===== config.mk =====
export PLATFORM = sky130hd
export DESIGN_NAME = wayCombine_flat
export DESIGN_NICKNAME = d
export VERILOG_FILES = /design/src/source/cachePkg.sv /design/src/source/wayIf.sv /design/src/source/wayCombine.sv /design/src/flat_wrapper.sv
export VERILOG_INCLUDE_DIRS = /design/src /design/src/source
export SDC_FILE = /design/constraint.sdc
export NUM_CORES = 1
export LEC_CHECK = 0
export BUFFER_PORTS_ARGS = -buffer_cell sky130_fd_sc_hd__buf_2
export CAP_MARGIN = 25
export CELL_PAD_IN_SITES_DETAIL_PLACEMENT = 0
export CELL_PAD_IN_SITES_GLOBAL_PLACEMENT = 1
export CORE_MARGIN = 3
export CORE_UTILIZATION = 27
export CTS_BUF_LIST = sky130_fd_sc_hd__clkbuf_8
export DETAILED_ROUTE_END_ITERATION = 16
export GPL_TIMING_DRIVEN = 0
export MAX_ROUTING_LAYER = met4
export PLACE_DENSITY_LB_ADDON = 0.1
export SYNTH_ARGS = -nofsm -noshare
export SYNTH_HDL_FRONTEND = slang
export SYNTH_SLANG_ARGS = --single-unit

===== constraint.sdc =====
create_clock -name clk -period 1.1 [get_ports clk]
set_input_delay 0.22 -clock clk [delete_from_list [all_inputs] [get_ports clk]]
set_output_delay 0.22 -clock clk [all_outputs]
set_load 0.005 [all_outputs]

===== src/source/cacheStore_macros.svh =====
// Sizing macros for the line store, included by the package, the RTL and the testbench
`ifndef CACHESTORE_MACROS_SVH
`define CACHESTORE_MACROS_SVH

// Array geometry
`define NUM_WAYS 4
`define NUM_SETS 16
`define WAY_BITS 2
`define LINE_BITS 64
`define MASK_BITS (`LINE_BITS / 8)

// Address split is tag, set index, byte offset
`define TAG_BITS 8
`define INDEX_BITS 4
`define OFFSET_BITS 3
`define ADDR_BITS 15

// Request queue depth, also the requester's starting credits
`define REQ_DEPTH 4
`define REQ_PTR_BITS 2
`define CREDIT_BITS 8

`endif


===== src/source/cachePkg.sv =====
// Shared opcode, state and request/response types, imported by every module that needs them
`default_nettype none

`include "cacheStore_macros.svh"

package cachePkg;

  //////////////////////////////////////////////////
  // Operations
  //////////////////////////////////////////////////

  // One operation per request
  typedef enum logic [1:0] {
    opLookup     = 2'd0,
    opWrite      = 2'd1,
    opFill       = 2'd2,
    opInvalidate = 2'd3
  } cacheOp;

  // Per-cycle phase of the controller
  // stRead is the dequeue cycle, stAct the array access cycle
  typedef enum logic [1:0] {
    stIdle = 2'd0,
    stRead = 2'd1,
    stAct  = 2'd2
  } ctrlState;

  //////////////////////////////////////////////////
  // Request and response
  //////////////////////////////////////////////////

  typedef struct packed {
    cacheOp                  op;
    logic [`ADDR_BITS-1:0]   addr;
    logic [`LINE_BITS-1:0]   data;
    // One bit per byte of the line, used by writes only
    logic [`MASK_BITS-1:0]   mask;
  } cacheReq;

  typedef struct packed {
    cacheOp                  op;
    logic                    hit;
    logic [`LINE_BITS-1:0]   data;
    // Victim fields are only meaningful for fills
    logic [`TAG_BITS-1:0]    victimTag;
    logic                    victimDirty;
  } cacheRsp;

endpackage

`default_nettype wire


===== src/source/wayIf.sv =====
// Bundle between the controller, the way array and the combiner, one modport per role
`timescale 1ns/100ps
`default_nettype none

`include "cacheStore_macros.svh"

interface wayIf;

  // Controller to ways
  logic [`INDEX_BITS-1:0]           index;
  logic [`TAG_BITS-1:0]             tag;
  logic [`LINE_BITS-1:0]            writeData;
  logic [`MASK_BITS-1:0]            byteMask;
  // One-hot per way
  logic [`NUM_WAYS-1:0]             fillWay;
  logic [`NUM_WAYS-1:0]             writeEnable;
  logic                             invalidateAll;

  // Ways to controller and combiner, each way drives its own bit or slice
  logic [`NUM_WAYS-1:0]             hitVec;
  logic [`NUM_WAYS-1:0]             validVec;
  logic [`NUM_WAYS-1:0]             dirtyVec;
  logic [`NUM_WAYS*`LINE_BITS-1:0]  lineVec;
  logic [`NUM_WAYS*`TAG_BITS-1:0]   tagVec;

  // Controller to combiner, nonzero only in the act cycle
  logic [`NUM_WAYS-1:0]             hitSel;
  logic [`NUM_WAYS-1:0]             victimSel;

  modport control (
    output index, tag, writeData, byteMask, fillWay, writeEnable, invalidateAll,
    output hitSel, victimSel,
    input  hitVec, validVec
  );

  modport way (
    input  index, tag, writeData, byteMask, fillWay, writeEnable, invalidateAll,
    output hitVec, validVec, dirtyVec, lineVec, tagVec
  );

  modport combine (
    input  hitSel, victimSel, validVec, dirtyVec, lineVec, tagVec
  );

endinterface

`default_nettype wire


===== src/source/wayCombine.sv =====
// AND-OR merge of the way outputs into the registered response of the store
`timescale 1ns/100ps
`default_nettype none

`include "cacheStore_macros.svh"

module wayCombine (
  input  logic              clk,
  input  logic              reset,
  input  cachePkg::cacheOp  op,
  wayIf.combine             ways,
  output cachePkg::cacheRsp rsp,
  output logic              rspValid
);

  import cachePkg::*;

  logic [`LINE_BITS-1:0]  hitLine;
  logic [`LINE_BITS-1:0]  victimLine;
  logic [`TAG_BITS-1:0]   victimTag;
  logic                   victimDirty;
  logic                   anyHit;
  cacheRsp                rspNext;

  //////////////////////////////////////////////////
  // AND-OR muxes across the ways
  //////////////////////////////////////////////////

  always_comb begin
    hitLine    = '0;
    victimLine = '0;
    victimTag  = '0;
    for (int w = 0; w < `NUM_WAYS; w++) begin
      // AND with the select bit, then OR into the result
      hitLine    |= ways.lineVec[w*`LINE_BITS +: `LINE_BITS] & {`LINE_BITS{ways.hitSel[w]}};
      victimLine |= ways.lineVec[w*`LINE_BITS +: `LINE_BITS] & {`LINE_BITS{ways.victimSel[w]}};
      victimTag  |= ways.tagVec[w*`TAG_BITS +: `TAG_BITS] & {`TAG_BITS{ways.victimSel[w]}};
    end
  end

  // Only a live line can be dirty
  assign victimDirty = |(ways.victimSel & ways.validVec & ways.dirtyVec);
  assign anyHit      = |ways.hitSel;

  //////////////////////////////////////////////////
  // Response fields per operation
  //////////////////////////////////////////////////

  always_comb begin
    rspNext             = '0;
    rspNext.op          = op;
    case (op)
      opLookup, opWrite: begin
        // Write reports the line as it was before the merge
        rspNext.hit  = anyHit;
        rspNext.data = hitLine;
      end
      opFill: begin
        rspNext.hit         = anyHit;
        rspNext.data        = victimLine;
        rspNext.victimTag   = victimTag;
        rspNext.victimDirty = victimDirty;
      end
      default: begin
        // Invalidate only acknowledges
        rspNext.hit = 1'b0;
      end
    endcase
  end

  always_ff @(posedge clk) begin
    rsp <= rspNext;
  end

  // One pulse per act cycle
  always_ff @(posedge clk) begin
    if (reset) begin
      rspValid <= 1'b0;
    end else begin
      rspValid <= |ways.victimSel;
    end
  end

endmodule

`default_nettype wire


===== src/flat_wrapper.sv =====
// flat-port wrapper written by rule: the top's interface ports become plain ports
module wayCombine_flat import cachePkg::*;
  (clk, reset, op, rsp, rspValid, ways_hitSel, ways_victimSel, ways_validVec, ways_dirtyVec, ways_lineVec, ways_tagVec);
  wayIf ways_i ();
  input  logic clk;
  input  logic reset;
  input  cachePkg::cacheOp op;
  output cachePkg::cacheRsp rsp;
  output logic rspValid;
  input wire logic [$bits(ways_i.hitSel)-1:0] ways_hitSel;
  input wire logic [$bits(ways_i.victimSel)-1:0] ways_victimSel;
  input wire logic [$bits(ways_i.validVec)-1:0] ways_validVec;
  input wire logic [$bits(ways_i.dirtyVec)-1:0] ways_dirtyVec;
  input wire logic [$bits(ways_i.lineVec)-1:0] ways_lineVec;
  input wire logic [$bits(ways_i.tagVec)-1:0] ways_tagVec;
  assign ways_i.hitSel = ways_hitSel;
  assign ways_i.victimSel = ways_victimSel;
  assign ways_i.validVec = ways_validVec;
  assign ways_i.dirtyVec = ways_dirtyVec;
  assign ways_i.lineVec = ways_lineVec;
  assign ways_i.tagVec = ways_tagVec;
  wayCombine u_core (.clk(clk), .reset(reset), .op(op), .ways(ways_i), .rsp(rsp), .rspValid(rspValid));
endmodule

==> results.ini, run 1 <==
[route]
wl_met3_um=2010
wl_um=26900
route.met2.wl_um=13500
drt_first_pass_iters=5
drtIter0Drc=362
wl_per_cell_um=23.0
ant_nets=0
wl_met1_um=10800
vias_per_cell=5.77
drc_errors=0
vias=6753
highest_layer=met4

[sta]
hold_viol_final=0
slew_violations=0
rsz0062_at_grt=false
whs_ps=59.2
period_share_pct=96.1
fin_crit_ps=1060
setup_tns_ps=0
tightest_slew_ps=607
slew_headroom_pct=59.5
layout_setup_ws_ps=42.6
fmax_mhz=946
setup_viol=0

[clock_network]
cts_tree=built
clk_pin_slew_ps=90
clkSinkCount=77
cts-buffers-inserted=9
htree_num_levels=3
cts_root_buf=clkbuf_8
cts_buffer_depth=2

[floorplanning]
fp.dieH_um=148
die-area_mm2=0.0219
rows=51
ios=385
die_w_um=148
start_util_pct=27.7
core-area_mm2=0.0197

[logic_synthesis]
async_reset_ff_share_pct=0
synth_ff_type=dfxtp_1
netlist_instances=506
synth_top_area_share_pct=28.3
yosysSeqAreaShare_pct=28.3
yosysWarnings=0
syn-cell-area_mm2=0.00544
syn_nets=814
syn_avg_cell_area_um2=10.8
synth_commonest_cells=a22o_1, a221oi_2, dfxtp_1
ys_seq_elements=77
synth_edf_count=0
synth_top_area_cell=dfxtp_1
synthTopCellsByArea=dfxtp_1, a221oi_2, a22o_1, o22ai_1, a221oi_1
synth_most_common_cell=a22o_1
yosys.cell_types.count=18

[power]
seqPwrFrac_pct=36.4
internal-power_mw=5.81
p_sw_share_pct=32.6
p_comb_share_pct=33.7
p_sw_mw=2.80
ir_worst_vdd_mv=0.592
p_per_area_mw_per_mm2=1090
power.leakage_nw=3.64
clkPwrFrac_pct=30.0

[critical_path]
arrival_ps=840
cpLargestDelayFamily=flip-flops
crit_chain=buf_2
cp_max_fo=1
worst-setup-path-type=reg -> out
end_kind=output pin
slowest_stage=dfxtp_1
crit_buf_inv=1
start_kind=register
slowest_delay_ps=350
required_ps=880

[cells_and_area]
layout.cells.non_filler=1170
nets=1204
design_area_mm2=0.00794
drive_gt1_share_pct=61.7
area_growth_pct=45.8

[status]
status=complete, no violations

[job]
cap_violations=0

[global_routing]
antenna_found_initial=4
grt_pass1_wl_um=39800
grt_max_degree=14
grt_usage_pct=23.8
grt_pass1_vias=6986
overflow=0

[placed_design]
dp_slack_ps=-616
globalplace.congestion=0.873
port_buffers=376
placed_area_mm2=0.00765
dpl.cell_count=1147
hpwl_um=20300

[worst_hold_path]
hold_path_class=in -> reg

## per-layer routing
layer,global-route usage (%),up-vias
li1,-,3070
met1,28.5,3314
met2,40.3,331
met3,4.38,38
met4,7.62,0
met5,-,-
## path summary, 6_finish.rpt
kind / startpoint / end / slack [ps] / depth (start not counted)
max: u_core.rsp[67]$_DFF_P_ / rsp[67] / 40 / 1
min: op[0] / u_core.rsp[73]$_SDFF_PN0_ / 60 / 2
## power groups by stage
stage | registers (mW) | logic [mW] | clock network (mW)
floorplan | 3.24 | 1.43 | 0
global placement | 3.20 | 2.83 | 0
detailed placement | 3.20 | 2.87 | 0
CTS | 3.14 | 2.89 | 2.67
global route | 3.16 | 3.14 | 2.78
finish | 3.14 | 2.90 | 2.58
## state kept, by name, indices dropped and copies added (netlist names)
name / count
u_core.rspValid: 1
u_core.rsp: 76
## area by class of cell
| class | instances | area, µm² |
|---|---|---|
| antenna | 4 | 10.0 |
| clock inverter | 6 | 87.6 |
| sequential | 77 | 1540 |
| multi-input combinational | 354 | 3480 |
| tap | 265 | 332 |
| clock buffer | 10 | 138 |
| buffer | 75 | 434 |
| timing repair buffer | 379 | 1910 |
| fill | 2086 | 11700 |
## cells by family (layout without fill, tap and decap cells)
| logic type | after synthesis | count (layout) | synth area share (%) |
|---|---|---|---|
| compound gates | 347 | 347 | 63.2 |
| flops | 77 | 77 | 28.3 |
| buf+inv | 75 | 470 | 7.75 |
| simple gates | 7 | 7 | 0.713 |
| other cells | 0 | 4 | 0 |
## metrics by stage
stage / util, % / total power, mW
4_1_cts: 40.3 / 8.70
3_5_place_dp: 38.9 / 6.08
2_1_floorplan: - / 4.66
5_1_grt: 40.4 / 9.09
6_report: 40.4 / 8.62
3_3_place_gp: 38.9 / 6.03
## layout by cell type (no fill, tap or decap), types with 9 or more instances in the layout
cell type	n
clkbuf_8	10
clkbuf_1	10
o22ai_1	64
clkbuf_2	9
buf_2	414
buf_4	9
a22o_1	128
a221oi_2	99
a221oi_1	29
a22oi_1	16
a21oi_1	9
dfxtp_1	75
## what timing repair did
item	4_1_cts	5_1_grt
buffers inserted	0	0
resized for setup	7	9
endpoints found under the hold margin	3	0
endpoints found under the setup margin	53	37
hold buffers	3	0
Power figures use the tool's default switching activity.
==> run 2: changes to the inputs <==
--- a/config.mk
+++ b/config.mk
@@ -6,13 +6,14 @@
 export SDC_FILE = /design/constraint.sdc
 export NUM_CORES = 1
 export LEC_CHECK = 0
+export ABC_AREA = 1
 export BUFFER_PORTS_ARGS = -buffer_cell sky130_fd_sc_hd__buf_2
 export CAP_MARGIN = 25
 export CELL_PAD_IN_SITES_DETAIL_PLACEMENT = 0
 export CELL_PAD_IN_SITES_GLOBAL_PLACEMENT = 1
 export CORE_MARGIN = 3
-export CORE_UTILIZATION = 27
-export CTS_BUF_LIST = sky130_fd_sc_hd__clkbuf_8
+export CORE_UTILIZATION = 25
+export CTS_BUF_LIST = sky130_fd_sc_hd__clkbuf_4 sky130_fd_sc_hd__clkbuf_8
 export DETAILED_ROUTE_END_ITERATION = 16
 export GPL_TIMING_DRIVEN = 0
 export MAX_ROUTING_LAYER = met4
==> run 2 against run 1 <==
First-iteration DRC count rose by 70%. Total power down 4.6%. Setup slack worse by 7.1 ps. Global-route usage decreased by 0.35 points. Cell count rose by 63%. Die area up 24%. Synthesized cell count up 130%. Non-clock buffer count shrank 3. Highest routed layer unchanged. Sequential share of layout area is 1.9 points lower. Flip-flop and latch count is the same. Area after synthesis increased by 16%. Cell area increased by 11%. Largest cell class unchanged.
==> results.ini, run 2 <==
[floorplanning]
rows=57  ; +12%
start_util_pct=25.7  ; -2.0 points
fp.dieH_um=165  ; +11%
core-area_mm2=0.0246  ; +25%
die_w_um=165  ; +11%
die-area_mm2=0.0272  ; +24%
ios=385  ; unchanged

[clock_network]
cts-buffers-inserted=9  ; unchanged
cts_tree=built
cts_buffer_depth=2  ; unchanged
htree_num_levels=3  ; unchanged
post_cts_buffers=0  ; unchanged
cts_root_buf=clkbuf_8
clk_pin_slew_ps=90  ; about the same
clkSinkCount=77  ; unchanged

[critical_path]
start_kind=register
end_kind=output pin
slowest_delay_ps=370  ; +20 ps
crit_buf_inv=1  ; unchanged
cp_max_fo=1  ; unchanged
cpLargestDelayFamily=flip-flops
slowest_stage=dfxtp_4
worst-setup-path-type=reg -> out
crit_chain=buf_6
required_ps=880  ; about the same
arrival_ps=840  ; about the same

[cells_and_area]
area_growth_pct=40.0
layout_common_cells=nand2_1, buf_2, o21ai_1
largestRegisters=u_core.rsp: 76 flops, u_core.rspValid: 1 flops
nets=1872  ; +55%
layout.cells.non_filler=1909  ; +63%
drive_gt1_share_pct=30.1  ; -32 points
design_area_mm2=0.00884  ; +11%
layout_commonest_cell=nand2_1
fill_cells=2833  ; +36%
largest_reg_flops=76  ; unchanged
regMostFlops=u_core.rsp

[logic_synthesis]
yosysSeqAreaShare_pct=24.4  ; -3.9 points
syn-cell-area_mm2=0.00632  ; +16%
yosysWarnings=0  ; unchanged
ys_seq_elements=77  ; unchanged
yosys.cell_types.count=15  ; -3
netlist_instances=1176  ; +130%
synth_top_area_share_pct=51.5  ; +23 points
synth_ff_type=dfxtp_1
synth_most_common_cell=nand2_1
synth_top_area_cell=nand2_1
synth_edf_count=0  ; unchanged
syn_nets=1484  ; +82%
async_reset_ff_share_pct=0  ; unchanged
synth_commonest_cells=nand2_1, o21ai_1, dfxtp_1
syn_avg_cell_area_um2=5.37  ; -50%
synthTopCellsByArea=nand2_1, dfxtp_1, buf_6, o21ai_1, buf_2

[global_routing]
grt_usage_pct=23.4  ; -0.35 points
grt_pass1_vias=8168  ; +17%
grt_pass1_wl_um=46600  ; +17%
antenna_found_initial=15  ; +11
grt_max_degree=13  ; -1
overflow=0  ; unchanged

[route]
drt_first_pass_iters=6  ; +1
drtIter0Drc=617  ; +70%
drc_errors=0  ; unchanged
vias=8602  ; +27%
wl_um=32000  ; +19%
wl_per_cell_um=16.8  ; -27%
vias_per_cell=4.51  ; -22%
ant_nets=0  ; unchanged

[power]
power.leakage_nw=5.46  ; +50%
ir_worst_vdd_mv=0.325  ; -45%
p_per_area_mw_per_mm2=929  ; -14%

[placed_design]
hpwl_um=24400  ; +20%
globalplace.congestion=0.873  ; about the same
port_buffers=376  ; unchanged
placed_area_mm2=0.00860  ; +12%
dp_slack_ps=-132  ; +484 ps
dpl.cell_count=1876  ; +64%

[sta]
rsz0062_at_grt=true
fmax_mhz=939  ; -0.67%
setup_viol=0  ; unchanged
fin_crit_ps=1060  ; +7.11 ps
slew_violations=0  ; unchanged
tightest_slew_ps=260  ; -347 ps
slew_headroom_pct=82.7  ; +23 points
hold_viol_final=0  ; unchanged
layout_setup_ws_ps=35.4  ; -7.11 ps
period_share_pct=96.8  ; +0.65 points

[job]
cap_violations=0  ; unchanged

[status]
status=complete, no violations

[worst_hold_path]
hold_path_class=in -> reg

-- run 2: worst paths after layout --
path	start	to	slack [ps]	cells past startpoint
max	u_core.rsp[10]$_DFF_P_	rsp[10]	40	1
min	op[0]	u_core.rsp[74]$_DFF_P_	60	1
-- run 2: logic make-up (layout without fill, tap and decap cells) --
family | after synthesis | in the layout | share of synthesized area, %
other | 0 | 16 | 0
AO/OA/AOI/OAI | 130 | 130 | 10.3
flip-flops | 77 | 77 | 24.4
buffers and inverters | 76 | 469 | 11.2
AND/OR/NAND/NOR | 893 | 893 | 54.0
-- run 2: layout make-up --
class,instances,area [µm²],share of cell area (%)
repair buffers,377,1900,21.5
multi-input cells,1023,4070,46.0
clock inverters,4,23.8,0.269
plain buffers,74,702,7.94
diodes,16,40.0,0.453
flip-flops and latches,77,1550,17.5
inverters,2,7.51,0.0849
well taps,324,405,4.58
clock buffers,12,153,1.73
-- run 2: metal layers --
metal / global-route usage, % / routed length, µm / up-vias
met1: 27.4 / 13200 / 3804
li1: - / - / 4417
met4: 8.58 / 637 / 0
met3: 5.47 / 2670 / 33
met2: 39.1 / 15500 / 348
met5: - / 0 / -
-- run 2: stage by stage --
stage | hold WS (ps) | power [mW] | utilization [%] | TNS [ps]
final | 56.8 | 8.22 | 35.9 | 0
after global routing | 28.6 | 8.84 | 35.9 | -4.77
after CTS | 15.6 | 8.40 | 35.7 | -11.5
after detailed placement | 390 | 6.12 | 35.0 | -4390
after global placement | 392 | 6.12 | 35.0 | -3630
after floorplan | 248 | 4.67 | - | 0
-- run 2: timing repair --
item                                   4_1_cts  5_1_grt
gates resized for setup                      1        5
endpoints found under the hold margin        1        0
hold buffers                                 1        0
setup endpoints to repair                    1        4
-- run 2: where the power goes --
group	internal, mW	total, mW	leakage [nW]	switching [mW]
sequential	3.06	3.14	0.648	0.0730
combinational	1.27	2.90	4.71	1.63
clock	0.930	2.18	0.0971	1.25
