==> src/source/cacheStore_macros.svh <==
// Sizing macros for the line store, included by the package, the RTL and the testbench
`ifndef CACHESTORE_MACROS_SVH
`define CACHESTORE_MACROS_SVH

// Array geometry
`define NUM_WAYS 4
`define NUM_SETS 16
`define WAY_BITS 2
`define LINE_BITS 64
`define MASK_BITS (`LINE_BITS / 8)

// Address split is tag, set index, byte offset
`define TAG_BITS 8
`define INDEX_BITS 4
`define OFFSET_BITS 3
`define ADDR_BITS 15

// Request queue depth, also the requester's starting credits
`define REQ_DEPTH 4
`define REQ_PTR_BITS 2
`define CREDIT_BITS 8

`endif

==> src/source/cachePkg.sv <==
// Shared opcode, state and request/response types, imported by every module that needs them
`default_nettype none

`include "cacheStore_macros.svh"

package cachePkg;

  //////////////////////////////////////////////////
  // Operations
  //////////////////////////////////////////////////

  // One operation per request
  typedef enum logic [1:0] {
    opLookup     = 2'd0,
    opWrite      = 2'd1,
    opFill       = 2'd2,
    opInvalidate = 2'd3
  } cacheOp;

  // Per-cycle phase of the controller
  // stRead is the dequeue cycle, stAct the array access cycle
  typedef enum logic [1:0] {
    stIdle = 2'd0,
    stRead = 2'd1,
    stAct  = 2'd2
  } ctrlState;

  //////////////////////////////////////////////////
  // Request and response
  //////////////////////////////////////////////////

  typedef struct packed {
    cacheOp                  op;
    logic [`ADDR_BITS-1:0]   addr;
    logic [`LINE_BITS-1:0]   data;
    // One bit per byte of the line, used by writes only
    logic [`MASK_BITS-1:0]   mask;
  } cacheReq;

  typedef struct packed {
    cacheOp                  op;
    logic                    hit;
    logic [`LINE_BITS-1:0]   data;
    // Victim fields are only meaningful for fills
    logic [`TAG_BITS-1:0]    victimTag;
    logic                    victimDirty;
  } cacheRsp;

endpackage

`default_nettype wire

==> src/source/wayIf.sv <==
// Bundle between the controller, the way array and the combiner, one modport per role
`timescale 1ns/100ps
`default_nettype none

`include "cacheStore_macros.svh"

interface wayIf;

  // Controller to ways
  logic [`INDEX_BITS-1:0]           index;
  logic [`TAG_BITS-1:0]             tag;
  logic [`LINE_BITS-1:0]            writeData;
  logic [`MASK_BITS-1:0]            byteMask;
  // One-hot per way
  logic [`NUM_WAYS-1:0]             fillWay;
  logic [`NUM_WAYS-1:0]             writeEnable;
  logic                             invalidateAll;

  // Ways to controller and combiner, each way drives its own bit or slice
  logic [`NUM_WAYS-1:0]             hitVec;
  logic [`NUM_WAYS-1:0]             validVec;
  logic [`NUM_WAYS-1:0]             dirtyVec;
  logic [`NUM_WAYS*`LINE_BITS-1:0]  lineVec;
  logic [`NUM_WAYS*`TAG_BITS-1:0]   tagVec;

  // Controller to combiner, nonzero only in the act cycle
  logic [`NUM_WAYS-1:0]             hitSel;
  logic [`NUM_WAYS-1:0]             victimSel;

  modport control (
    output index, tag, writeData, byteMask, fillWay, writeEnable, invalidateAll,
    output hitSel, victimSel,
    input  hitVec, validVec
  );

  modport way (
    input  index, tag, writeData, byteMask, fillWay, writeEnable, invalidateAll,
    output hitVec, validVec, dirtyVec, lineVec, tagVec
  );

  modport combine (
    input  hitSel, victimSel, validVec, dirtyVec, lineVec, tagVec
  );

endinterface

`default_nettype wire

==> src/source/cacheControl.sv <==
// Front controller with the request queue, credits, sequencing and victim choice
`timescale 1ns/100ps
`default_nettype none

`include "cacheStore_macros.svh"

module cacheControl (
  input  logic              clk,
  input  logic              reset,
  input  cachePkg::cacheReq req,
  input  logic              reqValid,
  input  logic              rspCredit,
  output logic              reqCredit,
  output cachePkg::cacheOp  rspOp,
  wayIf.control             ways
);

  import cachePkg::*;

  cacheReq                   reqFifo [`REQ_DEPTH];
  logic [`REQ_PTR_BITS-1:0]  wrPtr;
  logic [`REQ_PTR_BITS-1:0]  rdPtr;
  logic [`REQ_PTR_BITS:0]    reqCount;
  logic [`CREDIT_BITS-1:0]   rspCredits;
  cacheReq                   headReq;
  cacheReq                   curReq;
  ctrlState                  state;
  ctrlState                  phase;
  logic                      deq;
  logic                      actCycle;
  logic [`ADDR_BITS-1:0]     addrSel;
  logic [`INDEX_BITS-1:0]    curIndex;
  logic [`WAY_BITS-1:0]      rrPtr [`NUM_SETS];
  logic [`NUM_WAYS-1:0]      firstInvalid;
  logic                      anyInvalid;
  logic [`NUM_WAYS-1:0]      victimPick;
  logic                      useRr;

  //////////////////////////////////////////////////
  // Request queue and credits
  //////////////////////////////////////////////////

  // Dequeue needs a queued request, a response slot, and no access in flight
  assign deq       = (reqCount != '0) && (rspCredits != '0) && (state != stAct);
  assign reqCredit = deq;
  assign headReq   = reqFifo[rdPtr];

  always_ff @(posedge clk) begin
    if (reqValid) begin
      reqFifo[wrPtr] <= req;
    end
    if (deq) begin
      curReq <= headReq;
    end
  end

  always_ff @(posedge clk) begin
    if (reset) begin
      wrPtr      <= '0;
      rdPtr      <= '0;
      reqCount   <= '0;
      rspCredits <= '0;
    end else begin
      if (reqValid) wrPtr <= wrPtr + 1'b1;
      if (deq) rdPtr <= rdPtr + 1'b1;
      // Requester never sends without a credit, so no full check
      case ({reqValid, deq})
        2'b10:   reqCount <= reqCount + 1'b1;
        2'b01:   reqCount <= reqCount - 1'b1;
        default: reqCount <= reqCount;
      endcase
      case ({rspCredit, deq})
        2'b10:   rspCredits <= rspCredits + 1'b1;
        2'b01:   rspCredits <= rspCredits - 1'b1;
        default: rspCredits <= rspCredits;
      endcase
    end
  end

  //////////////////////////////////////////////////
  // Sequencing
  //////////////////////////////////////////////////

  // Register holds stAct for the cycle after a dequeue
  always_ff @(posedge clk) begin
    if (reset) begin
      state <= stIdle;
    end else begin
      state <= deq ? stAct : stIdle;
    end
  end

  assign phase    = (state == stAct) ? stAct : (deq ? stRead : stIdle);
  assign actCycle = (phase == stAct);
  assign rspOp    = curReq.op;

  // Dequeue cycle addresses the arrays from the queue head
  assign addrSel    = (phase == stRead) ? headReq.addr : curReq.addr;
  assign ways.index = addrSel[`OFFSET_BITS +: `INDEX_BITS];
  assign ways.tag   = addrSel[`ADDR_BITS-1 -: `TAG_BITS];
  assign curIndex   = curReq.addr[`OFFSET_BITS +: `INDEX_BITS];

  assign ways.writeData = curReq.data;
  assign ways.byteMask  = curReq.mask;

  //////////////////////////////////////////////////
  // Victim choice
  //////////////////////////////////////////////////

  always_comb begin
    firstInvalid = '0;
    anyInvalid   = 1'b0;
    for (int w = 0; w < `NUM_WAYS; w++) begin
      if (!ways.validVec[w] && !anyInvalid) begin
        firstInvalid[w] = 1'b1;
        anyInvalid      = 1'b1;
      end
    end
    // Own tag first, then lowest invalid way, then the set's pointer
    if (|ways.hitVec) begin
      victimPick = ways.hitVec;
    end else if (anyInvalid) begin
      victimPick = firstInvalid;
    end else begin
      victimPick                  = '0;
      victimPick[rrPtr[curIndex]] = 1'b1;
    end
  end

  assign useRr = !(|ways.hitVec) && !anyInvalid;

  // Pointer moves only when it actually chose the victim
  always_ff @(posedge clk) begin
    if (reset) begin
      for (int s = 0; s < `NUM_SETS; s++) begin
        rrPtr[s] <= '0;
      end
    end else if (actCycle && (curReq.op == opFill) && useRr) begin
      rrPtr[curIndex] <= rrPtr[curIndex] + 1'b1;
    end
  end

  // Enables, all landing at the end of the act cycle
  assign ways.fillWay       = (actCycle && curReq.op == opFill) ? victimPick : '0;
  assign ways.writeEnable   = (actCycle && curReq.op == opWrite) ? ways.hitVec : '0;
  assign ways.invalidateAll = actCycle && (curReq.op == opInvalidate);

  // victimSel is one-hot in every act cycle, the combiner keys its valid on it
  assign ways.hitSel    = actCycle ? ways.hitVec : '0;
  assign ways.victimSel = actCycle ? victimPick : '0;

endmodule

`default_nettype wire

==> src/flat_wrapper.sv <==
// flat-port wrapper written by rule: the top's interface ports become plain ports
module cacheControl_flat import cachePkg::*;
  (clk, reset, req, reqValid, rspCredit, reqCredit, rspOp, ways_index, ways_tag, ways_writeData, ways_byteMask, ways_fillWay, ways_writeEnable, ways_invalidateAll, ways_hitSel, ways_victimSel, ways_hitVec, ways_validVec);
  wayIf ways_i ();
  input  logic clk;
  input  logic reset;
  input  cachePkg::cacheReq req;
  input  logic reqValid;
  input  logic rspCredit;
  output logic reqCredit;
  output cachePkg::cacheOp rspOp;
  output wire logic [$bits(ways_i.index)-1:0] ways_index;
  output wire logic [$bits(ways_i.tag)-1:0] ways_tag;
  output wire logic [$bits(ways_i.writeData)-1:0] ways_writeData;
  output wire logic [$bits(ways_i.byteMask)-1:0] ways_byteMask;
  output wire logic [$bits(ways_i.fillWay)-1:0] ways_fillWay;
  output wire logic [$bits(ways_i.writeEnable)-1:0] ways_writeEnable;
  output wire logic [$bits(ways_i.invalidateAll)-1:0] ways_invalidateAll;
  output wire logic [$bits(ways_i.hitSel)-1:0] ways_hitSel;
  output wire logic [$bits(ways_i.victimSel)-1:0] ways_victimSel;
  input wire logic [$bits(ways_i.hitVec)-1:0] ways_hitVec;
  input wire logic [$bits(ways_i.validVec)-1:0] ways_validVec;
  assign ways_index = ways_i.index;
  assign ways_tag = ways_i.tag;
  assign ways_writeData = ways_i.writeData;
  assign ways_byteMask = ways_i.byteMask;
  assign ways_fillWay = ways_i.fillWay;
  assign ways_writeEnable = ways_i.writeEnable;
  assign ways_invalidateAll = ways_i.invalidateAll;
  assign ways_hitSel = ways_i.hitSel;
  assign ways_victimSel = ways_i.victimSel;
  assign ways_i.hitVec = ways_hitVec;
  assign ways_i.validVec = ways_validVec;
  cacheControl u_core (.clk(clk), .reset(reset), .req(req), .reqValid(reqValid), .rspCredit(rspCredit), .reqCredit(reqCredit), .rspOp(rspOp), .ways(ways_i));
endmodule
==> config.mk <==
export PLATFORM = sky130hd
export DESIGN_NAME = cacheControl_flat
export DESIGN_NICKNAME = d
export VERILOG_FILES = /design/src/source/cachePkg.sv /design/src/source/wayIf.sv /design/src/source/cacheControl.sv /design/src/flat_wrapper.sv
export VERILOG_INCLUDE_DIRS = /design/src /design/src/source
export SDC_FILE = /design/constraint.sdc
export NUM_CORES = 1
export LEC_CHECK = 0
export BUFFER_PORTS_ARGS = -buffer_cell sky130_fd_sc_hd__buf_2
export CAP_MARGIN = 20
export CORE_MARGIN = 8
export CORE_UTILIZATION = 43
export DETAILED_ROUTE_END_ITERATION = 8
export HOLD_SLACK_MARGIN = 0.15
export SYNTH_ARGS = -nofsm -noshare
export SYNTH_HDL_FRONTEND = slang
export SYNTH_SLANG_ARGS = --single-unit
==> constraint.sdc <==
create_clock -name clk -period 4.88 [get_ports clk]
set_input_delay 0.732 -clock clk [delete_from_list [all_inputs] [get_ports clk]]
set_output_delay 0.732 -clock clk [all_outputs]
set_load 0.05 [all_outputs]
==> flow_metrics.py, run 1 <==
metrics = {
    "synth": {
        "synth-seq-area-share": 0.7716,
        "synthSimpleGateAreaFrac": 0.03339,
        "synthMuxAreaShare": 0.1271,
        "synth-seq-cells": 484,
        "synth_top_family_by_area": "multiplexers",
        "syn_inst": 899,
        "synth_edf_count": 462,
        "synth_nets": 1018,
        "yosys_warnings": 0,
        "synth_xor_area_frac": 0.004721,
        "syn-cell-area_sq_mm": 0.01855,
        "ys_types": 44,
        "synth_compound_gate_area_share": 0.01147,
        "yosys.area_share.adder": 0.01295,
        "synthArstFlopShare": 0,
        "ys.flop_type": "edfxtp_1",
        "post_synth.cell_area_avg_sq_um": 20.63,
    },
    "clocking": {
        "htree_levels": 2,
        "cts.path.max_buffers": 3,
        "cts_buffers": 51,
        "cts_setup_buffers": 0,
        "postCtsHoldBufs": 0,
        "cts.clk_slew.worst_paths_ns": 0.06,
        "cts.root.buffer_cell": "clkbuf_16",
        "cts_resized": 0,
        "clk_latency_ns": 0.58,
        "cts_tree": "done",
        "clkSinkCount": 484,
    },
    "sta": {
        "period_needed_ns": 3.940,
        "final_hold_viol_count": 0,
        "slew_headroom": 0.4590,
        "final.setup.worst_slack_ns": 0.9400,
        "finalSetupViolCount": 0,
        "rsz0062_at_grt": "false",
        "period_share": 0.8074,
        "fin_tns_setup_ns": 0,
        "fmax_mhz": 253.8,
        "skew_ns": 0.01705,
        "maxSlewViolCount": 0,
        "worst_slew_pin_slew_ns": 0.8115,
    },
    "global_route": {
        "grt_usage": 0.1449,
        "antenna_found_initial": 9,
        "grt_pass1_vias": 9385,
        "grt_overflow": 0,
        "grt_pass1_wl_mm": 55.16,
        "grt_max_degree": 104,
    },
    "final_layout": {
        "layout_common_cells": "edfxtp_1 (462), buf_2 (201), mux4_2 (95), nor2_1 (57), clkbuf_16 (52)",
        "final_util": 0.4974,
        "layout.nets": 1180,
        "syn2layout_area_growth_pct": 14.74,
        "fillers": 3487,
        "drive_gt1_frac": 0.3714,
        "stdcell_area_sq_mm": 0.02129,
        "final_common_cell": "edfxtp_1",
    },
    "die": {
        "initial_core_util": 0.4335,
        "pin_count": 205,
        "rows": 76,
        "fp.dieH_um": 223.7,
        "die-area_sq_mm": 0.05004,
        "die_w_um": 223.7,
        "core_area_sq_mm": 0.04279,
    },
    "worst_setup_path": {
        "arrival_ns": 3.21,
        "cp_max_fo": 8,
        "crit_path_start_kind": "register",
        "worstSetupPathType": "reg -> out",
        "slowest_stage": "dfxtp_1",
        "r2r-start": "u_core.rspCredits[1]$_SDFFE_PP0P_",
        "max_stage_delay_ns": 0.66,
        "endpoint_kind": "output pin",
        "crit_required_ns": 4.15,
        "crit_chain": "mux4_2 > mux2i_1 > mux2_2 > inv_1 > ha_1 > nand2b_1 > a31oi_1 > nor2b_1 > buf_2",
    },
    "drt": {
        "wl_per_cell_um": 21.99,
        "drtIter0Drc": 479,
        "vias_per_cell": 5.152,
        "dr.pass1.iters": 5,
        "final_antenna_net_count": 0,
        "wl_mm": 36.33,
        "post-route-drc-count": 0,
        "vias": 8511,
    },
    "power": {
        "p_total_mw": 13.34,
        "powerDensity_mw_per_mm2": 626.5,
        "power_leakage_nw": 7.251,
        "peakVddDrop_mv": 0.6361,
    },
    "hold_path": {
        "hold_start": "req[58]",
        "hp-class": "in -> reg",
    },
    "flow_run": {
        "drv_cap": 0,
    },
    "placement": {
        "port_buffers": 201,
        "placed_area_sq_mm": 0.01969,
        "dp_slack_ns": 1.469,
        "dp_hpwl_mm": 21.40,
        "place.gp.congestion": 0.7763,
    },
    "status": {
        "status": "completed",
    },
}
layer usage:
layer | global-route usage | part of all wire
met5 | 0 | 0.0022
met4 | 0.04545 | 0.020
met3 | 0.05140 | 0.080
met2 | 0.2452 | 0.49
met1 | 0.1727 | 0.41
metrics by stage:
step	std cells	hold slack, ns
2_1_floorplan	899	0.4578
3_3_place_gp	1554	0.4778
3_5_place_dp	1554	0.4811
4_1_cts	1650	0.3176
5_1_grt	1651	0.3397
6_report	1652	0.3660
worst paths after layout:
path	depth (start not counted)	end	slack, ns
worst max register to register	9	u_core.rspCredits[7]$_SDFFE_PP0P_	1.69
worst min-delay path	1	u_core.reqFifo[1][58]$_DFFE_PP_	0.37
worst min register to register	2	u_core.reqCount[2]$_SDFFE_PP0P_	0.48
worst max-delay path	9	ways_victimSel[3]	0.94
where the power goes:
group	leakage [nW]	total [mW]	switching, mW	internal (mW)
combinational	2.00	3.97	2.91	1.06
clock	0.785	3.65	1.55	2.10
sequential	4.47	5.72	0.326	5.39
Yosys cell counts, drive strengths merged, types with 6 or more instances:
cell type  count  area share
edfxtp       462        0.75
mux4          95        0.12
buf           92       0.034
nor2          57       0.012
dfxtp         22       0.024
o21ai         19      0.0051
ha            16       0.011
mux2          14      0.0085
and2          13      0.0044
clkbuf        12      0.0024
nand2         12      0.0024
inv           10      0.0020
a21oi          9      0.0024
nand2b         7      0.0028
mux2i          6      0.0032
nor2b          6      0.0020
xor2           6      0.0028
critical path: cells and delay by family, from the launching register on:
kind	cells	cell delay, ns
simple gates	2	0.20
mux	3	1.10
fa+ha+maj	1	0.18
flops	1	0.66
buf+inv	2	0.30
compound gates	1	0.20
logic make-up after synthesis:
kind of cell             Yosys count
flip-flops                       484
AND/OR/NAND/NOR                  120
multiplexers                     115
buffers and inverters            114
AO/OA/AOI/OAI                     38
XOR/XNOR                          10
adder cells (fa/ha/maj)           18
registers in the layout (all words and copies together), names as in the netlist, named ones only:
name                   cells
u_core.curIndex            4
u_core.curReq              8
u_core.rdPtr               2
u_core.reqCount            3
u_core.reqFifo           344
u_core.rrPtr              32
u_core.rspCredits          8
u_core.rspOp               2
u_core.state               1
u_core.ways.byteMask       8
u_core.ways.writeData     64
u_core.wrPtr               2
final cells by class:
| class | count | area [sq um] | share of cell area |
|---|---|---|---|
| clock buffers | 67 | 1378 | 0.06472 |
| multi-input cells | 301 | 3540 | 0.1663 |
| well taps | 546 | 683.2 | 0.03210 |
| clock inverters | 29 | 212.7 | 0.009993 |
| flip-flops and latches | 484 | 14320 | 0.6728 |
| inverters | 10 | 37.54 | 0.001763 |
| diodes | 2 | 5.005 | 0.0002351 |
| repair buffers | 213 | 1109 | 0.05208 |
(Power assumes the default switching activity.)
==> run 2, diff against run 1 <==
==> constraint.sdc (replaced) <==
create_clock -name clk -period 3.4 [get_ports clk]
set_input_delay 0.51 -clock clk [delete_from_list [all_inputs] [get_ports clk]]
set_output_delay 0.51 -clock clk [all_outputs]
set_load 0.05 [all_outputs]
==> run 2 against run 1 <==
  * Count of clock-buffer cells in the layout unchanged
  * The run now ends with negative setup slack left
  * Hold slack got worse by 0.056 ns
  * Global-route usage increased by 0.36 points
  * Core utilization increased by 2.9 points
  * Cell area increased by 5.8%
==> flow_metrics.py, run 2 (synthesis gave the netlist of run 1 again) <==
metrics = {
    "placement": {
        "port_buffers": 201,
        "dp_hpwl_mm": 21.63,
        "dp_slack_ns": 0.3691,
        "place.gp.congestion": 0.8261,
        "dpl.cell_count": 1557,
    },
    "hold_path": {
        "hp-class": "in -> reg",
    },
    "die": {
        "core_area_sq_mm": 0.04279,
        "pin_count": 205,
        "die_w_um": 223.7,
        "die-area_sq_mm": 0.05004,
        "initial_core_util": 0.4335,
        "fp.dieH_um": 223.7,
        "rows": 76,
    },
    "global_route": {
        "antenna_found_initial": 3,
        "grt_pass1_wl_mm": 57.36,
        "grt_max_degree": 104,
        "grt_pass1_vias": 9717,
        "grt_usage": 0.1485,
        "grt_overflow": 0,
    },
    "clocking": {
        "htree_levels": 2,
        "cts.clk_slew.worst_paths_ns": 0.06,
        "cts_buffers": 50,
        "cts.root.buffer_cell": "clkbuf_16",
        "cts_tree": "done",
        "clk_latency_ns": 0.57,
        "cts.path.max_buffers": 3,
        "clkSinkCount": 484,
    },
    "sta": {
        "worst_slew_pin_slew_ns": 0.7706,
        "period_needed_ns": 3.421,
        "skew_ns": 0.02014,
        "final.setup.worst_slack_ns": -0.02092,
        "hold_slack_ns": 0.3095,
        "rsz0062_at_grt": "true",
        "slew_headroom": 0.4863,
        "finalSetupViolCount": 1,
        "final_hold_viol_count": 0,
        "maxSlewViolCount": 0,
        "period_share": 1.006,
        "fin_tns_setup_ns": -0.02092,
        "fmax_mhz": 292.3,
    },
    "worst_setup_path": {
        "cp_max_fo": 3,
        "worstSetupPathType": "reg -> out",
        "crit_required_ns": 2.89,
        "endpoint_kind": "output pin",
        "arrival_ns": 2.91,
        "crit_path_start_kind": "register",
    },
    "flow_run": {
        "drv_cap": 0,
    },
    "drt": {
        "dr.pass1.iters": 5,
        "wl_per_cell_um": 21.76,
        "final_antenna_net_count": 0,
        "wl_mm": 38.04,
        "drtIter0Drc": 567,
        "post-route-drc-count": 0,
        "vias": 8929,
        "vias_per_cell": 5.108,
    },
    "final_layout": {
        "drive_gt1_frac": 0.3605,
        "final_common_cell": "edfxtp_1",
        "stdcell_count": 1748,
        "final-seq-area_sq_mm": 0.01432,
        "largest_reg_flops": 344,
        "fillers": 3454,
        "syn2layout_area_growth_pct": 21.36,
        "layout_common_cells": "edfxtp_1 (462), buf_2 (193), mux4_2 (95), dlygate4sd3_1 (86), nor2_1 (57)",
        "multi_input_area_sq_mm": 0.003605,
        "layout.nets": 1281,
        "regMostFlops": "u_core.reqFifo",
    },
    "power": {
        "power_leakage_nw": 7.730,
        "peakVddDrop_mv": 0.4805,
        "powerDensity_mw_per_mm2": 880.3,
    },
    "status": {
        "violations": "negative setup slack",
        "status": "finished, violations left",
    },
}
[run 2: cell types whose count changed in the layout (fill, tap and decap cells not counted), moves of 5 or more]
cell / before / now
dlygate4sd3_1: 0 / 86
clkinv_2: 12 / 6
buf_4: 11 / 18
buf_12: 1 / 6
buf_6: 0 / 10
buf_2: 201 / 193
[run 2: where the power goes]
group | switching [mW] | internal (mW)
Clock | 2.17 | 3.20
Sequential | 0.457 | 7.74
Combinational | 4.41 | 1.84
Total | 7.04 | 12.8
[run 2: cell type report]
class,count,area share
tap,546,0.03035
clock buffer,67,0.06258
inverter,10,0.001667
clock inverter,24,0.009726
timing repair buffer,315,0.09926
antenna,1,0.0001112
multi-input combinational,301,0.1601
sequential,484,0.6362
[run 2: critical path, stage by stage, from the launching register on]
cell	delay, ns
dfxtp_2	0.34
buf_4	0.11
mux4_2	0.50
mux4_2	0.53
inv_2	0.10
ha_1	0.15
nand2_1	0.07
a21oi_2	0.13
nor2_1	0.06
nor2b_1	0.16
buf_6	0.18
[run 2: repair_timing]
item,4_1_cts,5_1_grt
hold endpoints to repair,344,0
hold buffers,86,0
pin swaps,2,9
resized for setup,20,13
cloned,0,2
endpoints found under the setup margin,8,12
setup buffers,1,10
[run 2: stage by stage]
step,total power [mW],cell area [sq um],utilization
4_1_cts,19.79,22360,0.5225
3_3_place_gp,14.15,19800,0.4627
6_report,19.82,22510,0.5261
2_1_floorplan,13.13,18580,-
5_1_grt,20.69,22510,0.5261
3_5_place_dp,14.21,19800,0.4627
[run 2: final timing paths]
check | start | endpoint | slack (ns) | cells after the start
worst max-delay path | register | ways_victimSel[0] | -0.02 | 10
worst min-delay path | reqValid | u_core.wrPtr[0]$_SDFFE_PP0P_ | 0.31 | 3
worst max register to register | u_core.rspCredits[1]$_SDFFE_PP0P_ | u_core.rspCredits[7]$_SDFFE_PP0P_ | 0.27 | 10
worst min register to register | u_core.reqCount[2]$_SDFFE_PP0P_ | u_core.reqCount[2]$_SDFFE_PP0P_ | 0.51 | 2
[run 2: metal layers]
metal | GRT usage | part of all wire | up-vias
li1 | - | - | 4043
met1 | 0.1909 | 0.42 | 4612
met2 | 0.2429 | 0.49 | 215
met3 | 0.04944 | 0.071 | 55
met4 | 0.03590 | 0.017 | 4
met5 | 0 | 0.00058 | -
==> run 3, diff against run 2 <==
--- a/config.mk
+++ b/config.mk
@@ -9,9 +9,10 @@
 export BUFFER_PORTS_ARGS = -buffer_cell sky130_fd_sc_hd__buf_2
 export CAP_MARGIN = 20
 export CORE_MARGIN = 8
-export CORE_UTILIZATION = 43
+export CORE_UTILIZATION = 30
 export DETAILED_ROUTE_END_ITERATION = 8
 export HOLD_SLACK_MARGIN = 0.15
+export PLACE_DENSITY = 0.43
 export SYNTH_ARGS = -nofsm -noshare
 export SYNTH_HDL_FRONTEND = slang
 export SYNTH_SLANG_ARGS = --single-unit
==> constraint.sdc (replaced) <==
create_clock -name clk -period 3.9 [get_ports clk]
set_input_delay 0.585 -clock clk [delete_from_list [all_inputs] [get_ports clk]]
set_output_delay 0.585 -clock clk [all_outputs]
set_load 0.05 [all_outputs]
==> run 3 against run 2 <==
  * The run now ends clean
  * Via count shrank 3.6%
  * Combinational power shrank 19%
  * Sequential share of layout area grew 0.67 points
  * Die area grew 40%
  * Power shrank 13%
  * Register-to-register slack gained 0.43 ns
  * Wire length grew 6.3%
  * Sequential power shrank 13%
  * Non-clock buffer count shrank 56
  * Highest routed layer unchanged
==> flow_metrics.py, run 3 (synthesis gave the netlist of run 1 again) <==
metrics = {
    "power": {
        "power_leakage_nw": 7.535,
        "peakVddDrop_mv": 0.4727,
        "p_total_mw": 17.33,
        "powerDensity_mw_per_mm2": 777.8,
    },
    "drt": {
        "final_antenna_net_count": 0,
        "post-route-drc-count": 0,
        "vias": 8611,
        "drtIter0Drc": 437,
        "vias_per_cell": 4.423,
        "wl_per_cell_um": 20.77,
        "dr.pass1.iters": 4,
        "wl_mm": 40.44,
    },
    "worst_setup_path": {
        "crit_cells": 10,
        "worstSetupPathType": "reg -> out",
        "crit_path_start_kind": "register",
        "cp_num_buf_inv": 3,
        "slowest_stage": "mux4_2",
        "cp_max_fo": 8,
        "crit_chain": "buf_4 > mux4_2 > mux2i_1 > mux2_2 > inv_1 > ha_1 > nand2b_1 > a31oi_1 > nor2b_1 > buf_2",
        "crit_family": "multiplexers",
        "endpoint_kind": "output pin",
        "crit_required_ns": 3.31,
        "ff2ff_path_depth": 9,
        "max_stage_delay_ns": 0.53,
        "arrival_ns": 3.07,
    },
    "placement": {
        "dpl.cell_count": 1801,
        "place.gp.congestion": 0.7247,
        "dp_slack_ns": 0.6679,
        "dp_hpwl_mm": 24.21,
        "port_buffers": 201,
    },
    "final_layout": {
        "syn2layout_area_growth_pct": 20.09,
        "layout.nets": 1229,
        "drive_gt1_frac": 0.3614,
        "layout_common_cells": "edfxtp_1 (462), buf_2 (201), mux4_2 (95), nor2_1 (57), clkbuf_16 (54)",
        "stdcell_count": 1947,
        "final_common_cell": "edfxtp_1",
        "regMostFlops": "u_core.reqFifo",
        "largest_reg_flops": 344,
    },
    "global_route": {
        "grt_pass1_vias": 9556,
        "grt_pass1_wl_mm": 60.51,
        "grt_max_degree": 57,
        "antenna_found_initial": 5,
        "grt_overflow": 0,
        "grt_usage": 0.1140,
    },
    "clocking": {
        "clkSinkCount": 484,
        "cts.root.buffer_cell": "clkbuf_16",
        "cts_tree": "done",
        "cts_setup_buffers": 0,
        "cts.clk_slew.worst_paths_ns": 0.06,
        "cts_buffers": 54,
        "htree_levels": 2,
        "clk_latency_ns": 0.62,
        "cts.path.max_buffers": 3,
    },
    "die": {
        "rows": 91,
        "pin_count": 205,
        "fp.dieH_um": 264.7,
        "die-area_sq_mm": 0.07005,
        "initial_core_util": 0.3023,
        "core_area_sq_mm": 0.06137,
        "die_w_um": 264.7,
    },
    "sta": {
        "hold_slack_ns": 0.1955,
        "period_needed_ns": 3.653,
        "final_hold_viol_count": 0,
        "skew_ns": 0.05394,
        "rsz0062_at_grt": "false",
        "final.setup.worst_slack_ns": 0.2474,
        "maxSlewViolCount": 0,
        "worst_slew_pin_slew_ns": 0.9850,
        "finalSetupViolCount": 0,
        "fin_tns_setup_ns": 0,
        "slew_headroom": 0.3433,
        "fmax_mhz": 273.8,
        "period_share": 0.9366,
    },
    "status": {
        "status": "completed",
    },
    "hold_path": {
        "whs_path_depth": 1,
        "hp-class": "in -> reg",
    },
    "flow_run": {
        "drv_cap": 0,
    },
}
-- run 3: cell types whose count changed in the layout (fill, tap and decap cells not counted), moves of 3 or more --
cell and delta:
buf_6 -10, buf_2 +8, dlygate4sd3_1 -43, clkinv_2 +5
a21oi_1 +3, buf_4 -7, a21oi_2 -3, ha_1 +3
-- run 3: final timing paths --
path         slack (ns)                           endpoint                              start
max                0.25                  ways_victimSel[3]                           register
min                0.20     u_core.reqFifo[2][3]$_DFFE_PP_                             req[3]
max reg2reg        0.70  u_core.rspCredits[7]$_SDFFE_PP0P_  u_core.rspCredits[0]$_SDFFE_PP0P_
min reg2reg        0.50    u_core.reqCount[2]$_SDFFE_PP0P_    u_core.reqCount[2]$_SDFFE_PP0P_
-- run 3: layout make-up --
type | instances | area [sq um]
clock buffer | 68 | 1414
fill | 5728 | 39090
tap | 790 | 988.4
multi-input combinational | 301 | 3540
clock inverter | 32 | 369.1
sequential | 484 | 14320
antenna | 3 | 7.507
timing repair buffer | 259 | 1599
inverter | 10 | 37.54
-- run 3: report_power, final --
group	total, mW	internal [mW]	switching, mW	leakage (nW)
combinational	5.09	1.35	3.74	2.20
sequential	7.17	6.76	0.415	4.47
clock	5.07	2.98	2.09	0.864
-- run 3: timing repair --
action,in CTS,in global routing
endpoints found under the hold margin,168,0
resized for setup,0,0
hold buffers,43,0
-- run 3: per-stage QoR --
stage	util	cell area, sq um
4_1_cts	0.3629	22270
5_1_grt	0.3629	22270
6_report	0.3630	22280
2_1_floorplan	-	18570
3_3_place_gp	0.3268	20060
3_5_place_dp	0.3268	20060
-- run 3: routing by layer --
metal	GRT usage	wire [um]	vias to the layer above
met5	0	23	-
met4	0.03300	781	4
met3	0.03456	2464	59
met2	0.1897	19530	202
met1	0.1431	17640	4401
li1	-	-	3945
